[src/dc_params.svh]
/* Sizing for the data chip. Field positions in the microinstruction and IR
   are fixed for a 16-bit word, so DC_WIDTH must stay 16 and DC_RA_W 3. */
`ifndef DC_PARAMS_SVH
`define DC_PARAMS_SVH

`default_nettype none

`define DC_WIDTH     16
`define DC_NREGS     8
`define DC_RA_W      3

// general registers come out of reset as all ones
`define DC_REG_INIT  {`DC_WIDTH{1'b1}}

`default_nettype wire

`endif

[src/dc_status_pkg.sv]
/* Processor status as kept by the data chip. Only the four condition
   codes are modelled; priority, trap and mode bits are not. */
`default_nettype none

package dc_status_pkg;

   typedef struct packed {
      logic n;   // negative
      logic z;   // zero
      logic v;   // signed overflow
      logic c;   // carry, borrow for subtract
   } psw_flags_t;

endpackage

`default_nettype wire

[src/dc_uop_pkg.sv]
/* Microinstruction layout: opcode in 15..12, flag write in 11, B select in
   7..4, A select in 3..0. MOVI keeps its literal in 11..4, MBR its cond in 10..8. */
`default_nettype none

package dc_uop_pkg;

   typedef enum logic [3:0] {
      OP_NOP  = 4'd0,
      OP_MOV  = 4'd1,
      OP_ADD  = 4'd2,
      OP_ADC  = 4'd3,
      OP_SUB  = 4'd4,
      OP_AND  = 4'd5,
      OP_BIC  = 4'd6,
      OP_BIS  = 4'd7,
      OP_XOR  = 4'd8,
      OP_ASR  = 4'd9,
      OP_MOVI = 4'd10,
      OP_LDIR = 4'd11,
      OP_MBR  = 4'd12       // 13..15 act as nop
   } uop_op_e;

   typedef enum logic [3:0] {
      SEL_R0     = 4'd0,
      SEL_R1     = 4'd1,
      SEL_R2     = 4'd2,
      SEL_R3     = 4'd3,
      SEL_R4     = 4'd4,
      SEL_R5     = 4'd5,
      SEL_R6     = 4'd6,
      SEL_R7     = 4'd7,
      SEL_IR_SRC = 4'd12,   // ir[8:6]
      SEL_IR_DST = 4'd13    // ir[2:0]
   } uop_sel_e;

   typedef enum logic [2:0] {
      COND_N,
      COND_Z,
      COND_C,
      COND_V,
      COND_NN,
      COND_NZ,
      COND_NC,
      COND_ALWAYS
   } mbr_cond_e;

   localparam int UOP_FLAGS_BIT = 11;   // only honoured for opcodes 1..9

endpackage

`default_nettype wire

[src/alu_lookahead.sv]
/* ALU with carry look-ahead inside 4-bit groups, rippling between groups.
   DC_WIDTH must be a multiple of 4. alu_out and new_flags are combinational;
   res and res_valid are registered for opcodes MOV..MOVI. */
`timescale 1ns/1ps
`include "dc_params.svh"
`default_nettype none

module alu_lookahead
(
   input  wire                          clk,
   input  wire                          arst_n,
   input  wire                          valid,
   input  wire dc_uop_pkg::uop_op_e     op,
   input  wire [7:0]                    imm,
   input  wire [`DC_WIDTH-1:0]          op_a,
   input  wire [`DC_WIDTH-1:0]          op_b,
   input  wire                          carry_in,
   output logic [`DC_WIDTH-1:0]         alu_out,
   output dc_status_pkg::psw_flags_t    new_flags,
   output logic [`DC_WIDTH-1:0]         res,
   output logic                         res_valid
);

   import dc_uop_pkg::*;

   logic [`DC_WIDTH-1:0] bm;       // B, inverted for subtract
   logic [`DC_WIDTH-1:0] g;        // generate
   logic [`DC_WIDTH-1:0] p;        // propagate
   logic [`DC_WIDTH:0]   c;        // carry into each bit, c[W] is carry out
   logic [`DC_WIDTH-1:0] sum;
   logic                 ovf;
   logic                 is_out;   // op produces a result

   assign bm = (op == OP_SUB) ? ~op_b : op_b;
   assign g  = op_a & bm;
   assign p  = op_a ^ bm;

   // subtract adds the missing one of the two's complement here
   assign c[0] = (op == OP_SUB) || ((op == OP_ADC) && carry_in);

   genvar k;
   generate
      for (k = 0; k < `DC_WIDTH; k += 4)
      begin : gen_cla
         assign c[k+1] = g[k]
                       | p[k] & c[k];
         assign c[k+2] = g[k+1]
                       | p[k+1] & g[k]
                       | p[k+1] & p[k] & c[k];
         assign c[k+3] = g[k+2]
                       | p[k+2] & g[k+1]
                       | p[k+2] & p[k+1] & g[k]
                       | p[k+2] & p[k+1] & p[k] & c[k];
         assign c[k+4] = g[k+3]
                       | p[k+3] & g[k+2]
                       | p[k+3] & p[k+2] & g[k+1]
                       | p[k+3] & p[k+2] & p[k+1] & g[k]
                       | p[k+3] & p[k+2] & p[k+1] & p[k] & c[k];
      end
   endgenerate

   assign sum = p ^ c[`DC_WIDTH-1:0];
   assign ovf = c[`DC_WIDTH] ^ c[`DC_WIDTH-1];

   always_comb
   begin
      case (op)
         OP_MOV:                 alu_out = op_b;
         OP_ADD, OP_ADC, OP_SUB: alu_out = sum;
         OP_AND:                 alu_out = op_a & op_b;
         OP_BIC:                 alu_out = op_a & ~op_b;
         OP_BIS:                 alu_out = op_a | op_b;
         OP_XOR:                 alu_out = op_a ^ op_b;
         OP_ASR:                 alu_out = {op_b[`DC_WIDTH-1], op_b[`DC_WIDTH-1:1]};
         OP_MOVI:                alu_out = {{(`DC_WIDTH-8){1'b0}}, imm};
         default:                alu_out = '0;
      endcase
   end

   // defaults cover the logic ops and MOV: V cleared, C kept
   always_comb
   begin
      new_flags.n = alu_out[`DC_WIDTH-1];
      new_flags.z = (alu_out == '0);
      new_flags.v = 1'b0;
      new_flags.c = carry_in;
      case (op)
         OP_ADD, OP_ADC:
         begin
            new_flags.c = c[`DC_WIDTH];
            new_flags.v = ovf;
         end
         OP_SUB:
         begin
            new_flags.c = ~c[`DC_WIDTH];   // borrow
            new_flags.v = ovf;
         end
         OP_ASR:
         begin
            new_flags.c = op_b[0];
            new_flags.v = alu_out[`DC_WIDTH-1] ^ op_b[0];
         end
         default:
         begin
            new_flags.v = 1'b0;
         end
      endcase
   end

   assign is_out = (op >= OP_MOV) && (op <= OP_MOVI);

   always_ff @(posedge clk or negedge arst_n)
   begin
      if (!arst_n)
      begin
         res_valid <= 1'b0;
         res       <= '0;
      end
      else
      begin
         res_valid <= valid && is_out;
         if (valid && is_out)
            res <= alu_out;
      end
   end

endmodule

`default_nettype wire

[src/data_chip.sv]
/* Data chip top. One microinstruction per cycle on mi_valid, no
   back-pressure; res_valid and mbra_valid follow two clock edges later. */
`timescale 1ns/1ps
`include "dc_params.svh"
`default_nettype none

module data_chip
(
   input  wire                         clk,
   input  wire                         arst_n,
   input  wire [`DC_WIDTH-1:0]         mi,
   input  wire                         mi_valid,
   output logic [`DC_WIDTH-1:0]        res,
   output logic                        res_valid,
   output dc_status_pkg::psw_flags_t   psw,
   output logic                        mbra_taken,
   output logic                        mbra_valid,
   output logic                        ir_branch
);

   import dc_uop_pkg::*;
   import dc_status_pkg::*;

   logic [`DC_RA_W-1:0]   rd_addr_a;
   logic [`DC_RA_W-1:0]   rd_addr_b;
   logic                  rd_a_zero;
   logic                  rd_b_zero;
   logic                  s1_valid;
   uop_op_e               s1_op;
   logic                  s1_flags_we;
   logic                  s1_wr_en;
   logic [`DC_RA_W-1:0]   s1_wr_addr;
   logic [7:0]            s1_imm;
   mbr_cond_e             s1_cond;
   logic [`DC_WIDTH-1:0]  ir;
   logic [`DC_WIDTH-1:0]  op_a;
   logic [`DC_WIDTH-1:0]  op_b;
   logic [`DC_WIDTH-1:0]  alu_out;
   psw_flags_t            new_flags;

   micro_decode u_decode
   (
      .clk         (clk),
      .arst_n      (arst_n),
      .mi          (mi),
      .mi_valid    (mi_valid),
      .op_a        (op_a),
      .wb_valid    (s1_valid),
      .rd_addr_a   (rd_addr_a),
      .rd_addr_b   (rd_addr_b),
      .rd_a_zero   (rd_a_zero),
      .rd_b_zero   (rd_b_zero),
      .s1_valid    (s1_valid),
      .s1_op       (s1_op),
      .s1_flags_we (s1_flags_we),
      .s1_wr_en    (s1_wr_en),
      .s1_wr_addr  (s1_wr_addr),
      .s1_imm      (s1_imm),
      .s1_cond     (s1_cond),
      .ir          (ir)
   );

   reg_file u_regs
   (
      .clk       (clk),
      .arst_n    (arst_n),
      .rd_en     (mi_valid),
      .rd_addr_a (rd_addr_a),
      .rd_addr_b (rd_addr_b),
      .rd_a_zero (rd_a_zero),
      .rd_b_zero (rd_b_zero),
      .wr_en     (s1_wr_en),
      .wr_addr   (s1_wr_addr),
      .wr_data   (alu_out),
      .op_a      (op_a),
      .op_b      (op_b)
   );

   alu_lookahead u_alu
   (
      .clk       (clk),
      .arst_n    (arst_n),
      .valid     (s1_valid),
      .op        (s1_op),
      .imm       (s1_imm),
      .op_a      (op_a),
      .op_b      (op_b),
      .carry_in  (psw.c),        // ADC sees the previous op's carry
      .alu_out   (alu_out),
      .new_flags (new_flags),
      .res       (res),
      .res_valid (res_valid)
   );

   psw_branch u_psw
   (
      .clk        (clk),
      .arst_n     (arst_n),
      .valid      (s1_valid),
      .flags_we   (s1_flags_we),
      .new_flags  (new_flags),
      .op         (s1_op),
      .cond       (s1_cond),
      .ir         (ir),
      .psw        (psw),
      .mbra_taken (mbra_taken),
      .mbra_valid (mbra_valid),
      .ir_branch  (ir_branch)
   );

endmodule

`default_nettype wire

[src/micro_decode.sv]
/* Splits the microinstruction, resolves register selects against IR and
   holds the stage-1 controls. IR selects see IR as of the op's own issue,
   so an op using them must trail an LDIR by at least one cycle. */
`timescale 1ns/1ps
`include "dc_params.svh"
`default_nettype none

module micro_decode
(
   input  wire                         clk,
   input  wire                         arst_n,
   input  wire [`DC_WIDTH-1:0]         mi,
   input  wire                         mi_valid,
   input  wire [`DC_WIDTH-1:0]         op_a,
   input  wire                         wb_valid,
   output logic [`DC_RA_W-1:0]         rd_addr_a,
   output logic [`DC_RA_W-1:0]         rd_addr_b,
   output logic                        rd_a_zero,
   output logic                        rd_b_zero,
   output logic                        s1_valid,
   output dc_uop_pkg::uop_op_e         s1_op,
   output logic                        s1_flags_we,
   output logic                        s1_wr_en,
   output logic [`DC_RA_W-1:0]         s1_wr_addr,
   output logic [7:0]                  s1_imm,
   output dc_uop_pkg::mbr_cond_e       s1_cond,
   output logic [`DC_WIDTH-1:0]        ir
);

   import dc_uop_pkg::*;

   uop_op_e  op;
   logic     is_alu;      // opcodes that may write flags
   logic     writes_a;    // opcodes that write the A register

   // msb of the result marks a select that reads zero and writes nothing
   function automatic logic [`DC_RA_W:0] resolve_sel
   (
      input logic [3:0]            sel,
      input logic [`DC_WIDTH-1:0]  ir_q
   );
      logic [`DC_RA_W:0] r;
      r = {1'b1, {`DC_RA_W{1'b0}}};
      if (sel <= SEL_R7)
         r = {1'b0, sel[`DC_RA_W-1:0]};
      else if (sel == SEL_IR_SRC)
         r = {1'b0, ir_q[8:6]};   // source register field
      else if (sel == SEL_IR_DST)
         r = {1'b0, ir_q[2:0]};   // destination register field
      return r;
   endfunction

   assign op = uop_op_e'(mi[15:12]);

   assign {rd_a_zero, rd_addr_a} = resolve_sel(mi[3:0], ir);
   assign {rd_b_zero, rd_addr_b} = resolve_sel(mi[7:4], ir);

   assign is_alu   = (op >= OP_MOV) && (op <= OP_ASR);
   assign writes_a = (op >= OP_MOV) && (op <= OP_MOVI) && !rd_a_zero;

   always_ff @(posedge clk or negedge arst_n)
   begin
      if (!arst_n)
      begin
         s1_valid    <= 1'b0;
         s1_op       <= OP_NOP;
         s1_flags_we <= 1'b0;
         s1_wr_en    <= 1'b0;
      end
      else
      begin
         s1_valid    <= mi_valid;
         s1_flags_we <= mi_valid && is_alu && mi[UOP_FLAGS_BIT];
         s1_wr_en    <= mi_valid && writes_a;
         if (mi_valid)
            s1_op <= op;
      end
   end

   // operands for stage 2, read only while s1_valid is up
   always_ff @(posedge clk)
   begin
      if (mi_valid)
      begin
         s1_wr_addr <= rd_addr_a;
         s1_imm     <= mi[11:4];
         s1_cond    <= mbr_cond_e'(mi[10:8]);
      end
   end

   // LDIR lands at the end of its second cycle
   always_ff @(posedge clk or negedge arst_n)
   begin
      if (!arst_n)
         ir <= '0;
      else if (wb_valid && (s1_op == OP_LDIR))
         ir <= op_a;
   end

endmodule

`default_nettype wire

[src/psw_branch.sv]
/* PSW register with the microcode branch test and the PDP-11 branch test.
   The microcode test reads the PSW before the MBR op's own cycle ends;
   ir_branch is purely combinational on IR and the PSW. */
`timescale 1ns/1ps
`include "dc_params.svh"
`default_nettype none

module psw_branch
(
   input  wire                         clk,
   input  wire                         arst_n,
   input  wire                         valid,
   input  wire                         flags_we,
   input  wire dc_status_pkg::psw_flags_t new_flags,
   input  wire dc_uop_pkg::uop_op_e    op,
   input  wire dc_uop_pkg::mbr_cond_e  cond,
   input  wire [`DC_WIDTH-1:0]         ir,
   output dc_status_pkg::psw_flags_t   psw,
   output logic                        mbra_taken,
   output logic                        mbra_valid,
   output logic                        ir_branch
);

   import dc_uop_pkg::*;

   logic mbr_en;
   logic cond_true;

   assign mbr_en = valid && (op == OP_MBR);

   always_comb
   begin
      case (cond)
         COND_N:      cond_true = psw.n;
         COND_Z:      cond_true = psw.z;
         COND_C:      cond_true = psw.c;
         COND_V:      cond_true = psw.v;
         COND_NN:     cond_true = ~psw.n;
         COND_NZ:     cond_true = ~psw.z;
         COND_NC:     cond_true = ~psw.c;
         COND_ALWAYS: cond_true = 1'b1;
      endcase
   end

   always_ff @(posedge clk or negedge arst_n)
   begin
      if (!arst_n)
      begin
         psw        <= '0;
         mbra_valid <= 1'b0;
         mbra_taken <= 1'b0;
      end
      else
      begin
         if (valid && flags_we)
            psw <= new_flags;
         mbra_valid <= mbr_en;
         if (mbr_en)
            mbra_taken <= cond_true;   // held until the next MBR
      end
   end

   // PDP-11 conditional branches, keyed on ir[15] and ir[10:8]
   always_comb
   begin
      case ({ir[15], ir[10:8]})
         4'b0000: ir_branch = 1'b0;                            // not a branch
         4'b0001: ir_branch = 1'b1;                            // BR
         4'b0010: ir_branch = ~psw.z;                          // BNE
         4'b0011: ir_branch = psw.z;                           // BEQ
         4'b0100: ir_branch = ~(psw.n ^ psw.v);                // BGE
         4'b0101: ir_branch = psw.n ^ psw.v;                   // BLT
         4'b0110: ir_branch = ~(psw.z | (psw.n ^ psw.v));      // BGT
         4'b0111: ir_branch = psw.z | (psw.n ^ psw.v);         // BLE
         4'b1000: ir_branch = ~psw.n;                          // BPL
         4'b1001: ir_branch = psw.n;                           // BMI
         4'b1010: ir_branch = ~(psw.c | psw.z);                // BHI
         4'b1011: ir_branch = psw.c | psw.z;                   // BLOS
         4'b1100: ir_branch = ~psw.v;                          // BVC
         4'b1101: ir_branch = psw.v;                           // BVS
         4'b1110: ir_branch = ~psw.c;                          // BCC
         default: ir_branch = psw.c;                           // BCS
      endcase
   end

endmodule

`default_nettype wire

[src/reg_file.sv]
/* Eight general registers, two read ports latched on rd_en. A write on the
   same edge as a read of that register is forwarded to the read port. */
`timescale 1ns/1ps
`include "dc_params.svh"
`default_nettype none

module reg_file
(
   input  wire                    clk,
   input  wire                    arst_n,
   input  wire                    rd_en,
   input  wire [`DC_RA_W-1:0]     rd_addr_a,
   input  wire [`DC_RA_W-1:0]     rd_addr_b,
   input  wire                    rd_a_zero,
   input  wire                    rd_b_zero,
   input  wire                    wr_en,
   input  wire [`DC_RA_W-1:0]     wr_addr,
   input  wire [`DC_WIDTH-1:0]    wr_data,
   output logic [`DC_WIDTH-1:0]   op_a,
   output logic [`DC_WIDTH-1:0]   op_b
);

   logic [`DC_WIDTH-1:0] regs [`DC_NREGS];
   logic                 hit_a;   // write targets port A register
   logic                 hit_b;

   assign hit_a = wr_en && (wr_addr == rd_addr_a);
   assign hit_b = wr_en && (wr_addr == rd_addr_b);

   always_ff @(posedge clk or negedge arst_n)
   begin
      if (!arst_n)
      begin
         for (int i = 0; i < `DC_NREGS; i++)
            regs[i] <= `DC_REG_INIT;
      end
      else if (wr_en)
         regs[wr_addr] <= wr_data;
   end

   always_ff @(posedge clk)
   begin
      if (rd_en)
      begin
         if (rd_a_zero)
            op_a <= '0;
         else if (hit_a)
            op_a <= wr_data;     // bypass
         else
            op_a <= regs[rd_addr_a];

         if (rd_b_zero)
            op_b <= '0;
         else if (hit_b)
            op_b <= wr_data;
         else
            op_b <= regs[rd_addr_b];
      end
   end

endmodule

`default_nettype wire
[config.mk]
export PLATFORM = sky130hd
export DESIGN_NAME = data_chip
export DESIGN_NICKNAME = d
export VERILOG_FILES = /design/src/dc_status_pkg.sv /design/src/dc_uop_pkg.sv /design/src/alu_lookahead.sv /design/src/data_chip.sv /design/src/micro_decode.sv /design/src/psw_branch.sv /design/src/reg_file.sv
export VERILOG_INCLUDE_DIRS = /design/src /design/src/src
export SDC_FILE = /design/constraint.sdc
export NUM_CORES = 1
export LEC_CHECK = 0
export BUFFER_PORTS_ARGS = -buffer_cell sky130_fd_sc_hd__clkbuf_2
export CAP_MARGIN = 20
export CORE_MARGIN = 1.5
export CORE_UTILIZATION = 50
export CTS_CLUSTER_DIAMETER = 120
export DETAILED_ROUTE_END_ITERATION = 8
export PLACE_DENSITY = 0.69
export SLEW_MARGIN = 20
export SYNTH_ARGS = -nofsm -noshare
export SYNTH_HDL_FRONTEND = slang
export SYNTH_HIERARCHICAL = 1
export SYNTH_SLANG_ARGS = --single-unit
[constraint.sdc]
create_clock -name clk -period 5.16 [get_ports clk]
set_input_delay 1.032 -clock clk [delete_from_list [all_inputs] [get_ports clk]]
set_output_delay 1.032 -clock clk [all_outputs]
set_load 0.05 [all_outputs]
# --- After elaboration in Yosys (flattened, before gate mapping) ---
# Cells that the tools add are included.
totals:
  register_bits: 220
  mem_bits_ro: 0
  latchBits: 0
  memories: 0
  wordCells: 251
  ram_bits: 0
  output_inout_bits: 24
op_classes:
  eq_ne: 39
  n_div: 0
  n_addsub: 0
  shifts: 0
  n_reduce_logical: 24
  muxes: 23
  magnitude_cmp: 11
  multipliers: 0
  bitwise_logic: 128
ops:
  columns: ["op", "n"]
  rows:
  - ["128-bit bitwise mux", 1]
  - ["16-bit 2-to-1 mux", 8]
  - ["16-bit one-hot mux with 8 select lines", 1]
  - ["16-bit binary-select mux with 3-bit select", 2]
  - ["1-bit AND", 64]
  - ["4-bit == test, second input constant", 16]
  - ["16-bit AND", 3]
  - ["16-bit demux with 3-bit select", 1]
  - ["16-bit bitwise XOR", 3]
  - ["1-bit bitwise OR", 42]
  - ["4-bit by 3-bit == test with 1-bit output, second input constant", 8]
  - ["4-bit 2-to-1 mux", 6]
  - ["4-bit by 2-bit == test with 1-bit output, second input constant", 4]
  - ["16-bit logical NOT", 1]
  - ["16-bit inverter", 1]
  - ["16-bit bitwise OR", 1]
  - ["1-bit logical AND", 15]
  - ["1-bit one-hot mux with 15 select lines", 1]
  - ["3-bit == test, second input constant", 4]
  - ["4-bit >= comparator, second input constant", 3]
  - ["4-bit less-or-equal comparator, second input constant", 3]
  - ["3-bit inverter with 4-bit output", 3]
  - ["4-bit by 1-bit == test with 1-bit output, second input constant", 2]
  - ["4-bit by 1-bit >= comparator with 1-bit output, second input constant", 2]
  - ["other kinds (18)", 30]

# --- Logic depth before layout (Yosys ltp) ---
logic_depth:
  depth_word: 18
  ltp_mapped: 23

# --- Cells and area by module ---
# The synthesis kept the hierarchy.
modules_own_cells:
  columns: ["module", "cells_per_inst", "area_per_inst_um2", "seq_area_each_um2", "instances"]
  rows:
  - ["reg_file", 594, 8610.8, 4324.1, 1]
  - ["alu_lookahead", 376, 3001.6, 425.4, 1]
  - ["micro_decode", 90, 1443.9, 905.9, 1]
  - ["psw_branch", 45, 435.4, 150.1, 1]

# --- Worst setup path before layout ---
# No wires, ideal clock.
synth_path:
  path_kind: "register to register"
  start: "reg u_decode.s1_op[1]"
  end: "reg u_psw/psw[2] (netlist name)"
  slack_ns: 0.038
  n_path_buf: 4
  arrival_ns: 5.055
  setup_ns: 0.067
  path_stages_with_launch: 24
  path_cell_list: "dfrtp_1 buf_4 buf_4 clkbuf_1 nor3_2 buf_2 xnor2_1 ha_1 a21oi_1 o21ai_0 a32o_1 o21ai_1 nand2_1 a21oi_1 fa_1 xor2_1 a211oi_1 a2111oi_1 or2b_1 nor4_1 nand4bb_1 nor4_1 and4bb_1 mux2_2"
synth_lines:
  columns: ["element", "line_no", "text"]
  rows:
  - ["start: declaration", "micro_decode.sv:21", "output dc_uop_pkg::uop_op_e s1_op,"]
  - ["start signal: assignment", "micro_decode.sv:76", "s1_op <= op;"]

==> flow_summary.ini <==
[status]
status = finished clean

[setup_path]
reg2regPathDepth = 22
r2r_start = u_decode/s1_op[3]
critPathBufInv = 2
cpLargestDelayFamily = compound AO/OA/AOI/OAI gates
startpoint = u_decode/s1_op[3]
crit_arrival_ns = 5.13
r2r_end = u_psw/psw[2]
path_class = reg2reg
path_max_fanout = 17
cpPeakStageDelay_ns = 0.37
endpoint = u_psw/psw[2]
critPathRequiredTime_ns = 5.62
ff2ff_setup_slack_ns = 0.49
worst_setup_path_end_kind = register
startpoint_type = register
crit_cells = 22
cp_cell_sequence = nand2b_1, nor3_2, buf_6, xnor2_1, ha_1, a21oi_1, o21ai_0, a32o_1, o21ai_1, nand2_1, a21oi_1, fa_1, xor2_1, a211oi_1, a2111oi_2, buf_4, or2b_1, nor4_1, nand4bb_1, nor4_1, and4bb_1, mux2_2
cpMaxStageDelayCell = dfrtp_1

[layout]
fin_cells = 1454
nFillCells = 2167
layout-drive-gt1-share_pct = 41.1
syn2layout_area_growth_pct = 8.74
final_util_pct = 55.3
nets = 1157
diodes = 0

[routing]
drc = 0
num_vias = 9252
via_per_inst = 6.36
routed_wl_um = 34700
drt_iter0_drc = 833
drtAntennaViolNets = 0
firstDrtPassIters = 7
routedWlPerCell_um = 23.8

[die]
core_area_sq_mm = 0.0260
die_area_sq_mm = 0.0274
ios = 43
start_util_pct = 50.9
fp.dieH_um = 166
rows = 59
die_w_um = 166

[sta]
worst_clock_skew_ns = 0.00985
max_freq_mhz = 214
fin_ws_ns = 0.487
hold_viol = 0
layout_min_cycle_time_ns = 4.67
relSlewSlack_pct = 23.8
rsz0062_at_grt = no
tightest_slew_ns = 1.14
setup_viol = 0
slew_viol_final = 0
timing.final.crit_share_pct = 90.6
setup-tns-final_ns = 0

[global_routing]
gr-usage-met2_pct = 42.4
antenna_found_initial = 0
grt_busiest_layer = met2
grt_util_met1_pct = 34.1
grt_pass1_wl_um = 53500
use_met3_pct = 3.12
grt_pass1_vias = 9235
grt_util_all_layers_pct = 25.8
grt_overflow = 0
grt_start_max_net_pins = 78

[yosys]
syn_nets = 1146
syn-mean-instance-area_sq_um = 12.1
yosysWarnings = 6
netlist_area_sq_mm = 0.0132
synthCells = 1091

[power_and_ir_drop]
p_leak_uw = 0.00583
p_per_area_mw_per_mm2 = 444
power_uw = 6380
max-vdd-ir-drop_mv = 0.300

[placement]
gp_congestion = 0.943
place_inst = 1410
port_buffers = 42
dp_hpwl_um = 23600
dp_slack_ns = 0.406

[clock_tree]
cts_buffer_depth = 3
path_clk_slew_ns = 0.06
hold_buffers = 0
h-tree-depth = 1
cts_root_buffer = clkbuf_16
cts_num_sinks = 210
ctsResizeCount = 0
post_cts_buffers = 0
numCtsBuffers = 23
worstSkewPairLatency_ns = 0.52
cts_tree = yes

[min_path]
min_path_type = reg2reg

[job]
maxCapViolCount = 0
## metrics by stage
stage          hold slack (ns)  instance area [sq um]
5_1_grt                  0.529                  14400
3_3_place_gp             0.491                  13600
3_5_place_dp             0.496                  13600
4_1_cts                  0.509                  14300
6_report                 0.506                  14400
2_1_floorplan            0.486                  13200
## layout make-up
| class | count | area (sq um) | area share [%] |
|---|---|---|---|
| flip-flops and latches | 210 | 5630 | 39.2 |
| clock buffers | 35 | 671 | 4.67 |
| clock inverters | 7 | 71.3 | 0.496 |
| inverters | 48 | 180 | 1.25 |
| well taps | 335 | 419 | 2.92 |
| multi-input cells | 741 | 6890 | 47.9 |
| repair buffers | 78 | 514 | 3.58 |
## per-layer routing
metal | wire, um | vias up
li1 | - | 4148
met2 | 16500 | 314
met5 | 0 | -
met3 | 1880 | 90
met1 | 14800 | 4700
met4 | 1460 | 0
## layout by cell type (no fill, tap or decap), types with 31 or more instances in the layout
master and n:
mux2_2 150, a211oi_1 31, clkbuf_2 41, edfxtp_1 43, mux2i_1 78, o22ai_1 42, dfstp_2 128, inv_1 48
buf_4 32, ha_1 32, nor2_1 57, nor3_1 37, dfrtp_1 39
## power by group
| group | internal [uW] | switching, uW | leakage, uW |
|---|---|---|---|
| Sequential | 2330 | 352 | 0.00226 |
| Combinational | 930 | 1160 | 0.00321 |
| Clock | 948 | 662 | 0.000363 |
## registers in the layout, summed over array words and instances (netlist names)
register / cells
u_decode/s1_flags_we: 1
u_decode/s1_imm: 8
u_regs/op_b: 16
u_decode/s1_wr_addr: 3
u_decode/s1_valid: 1
u_psw/mbra_taken: 1
u_psw/mbra_valid: 1
u_alu/res_valid: 1
u_alu/res: 16
u_regs/op_a: 16
u_psw/psw: 4
u_regs/regs: 128
u_decode/ir: 9
u_decode/s1_op: 4
u_decode/s1_wr_en: 1
## worst min path at each step
| stage | startpoint | end | depth (start not counted) |
|---|---|---|---|
| 2_1_floorplan | u_decode/ir[0] | u_decode/ir[0] | 1 |
| 3_3_place_gp | u_alu/res[3] | u_alu/res[3] | 1 |
| 3_5_place_dp | u_alu/res[10] | u_alu/res[10] | 1 |
| 4_1_cts | u_alu/res[10] | u_alu/res[10] | 1 |
| 5_1_grt | u_alu/res[6] | u_alu/res[6] | 1 |
| 6_report | u_psw/mbra_taken | u_psw/mbra_taken | 1 |
Power figures use the tool's default switching activity.
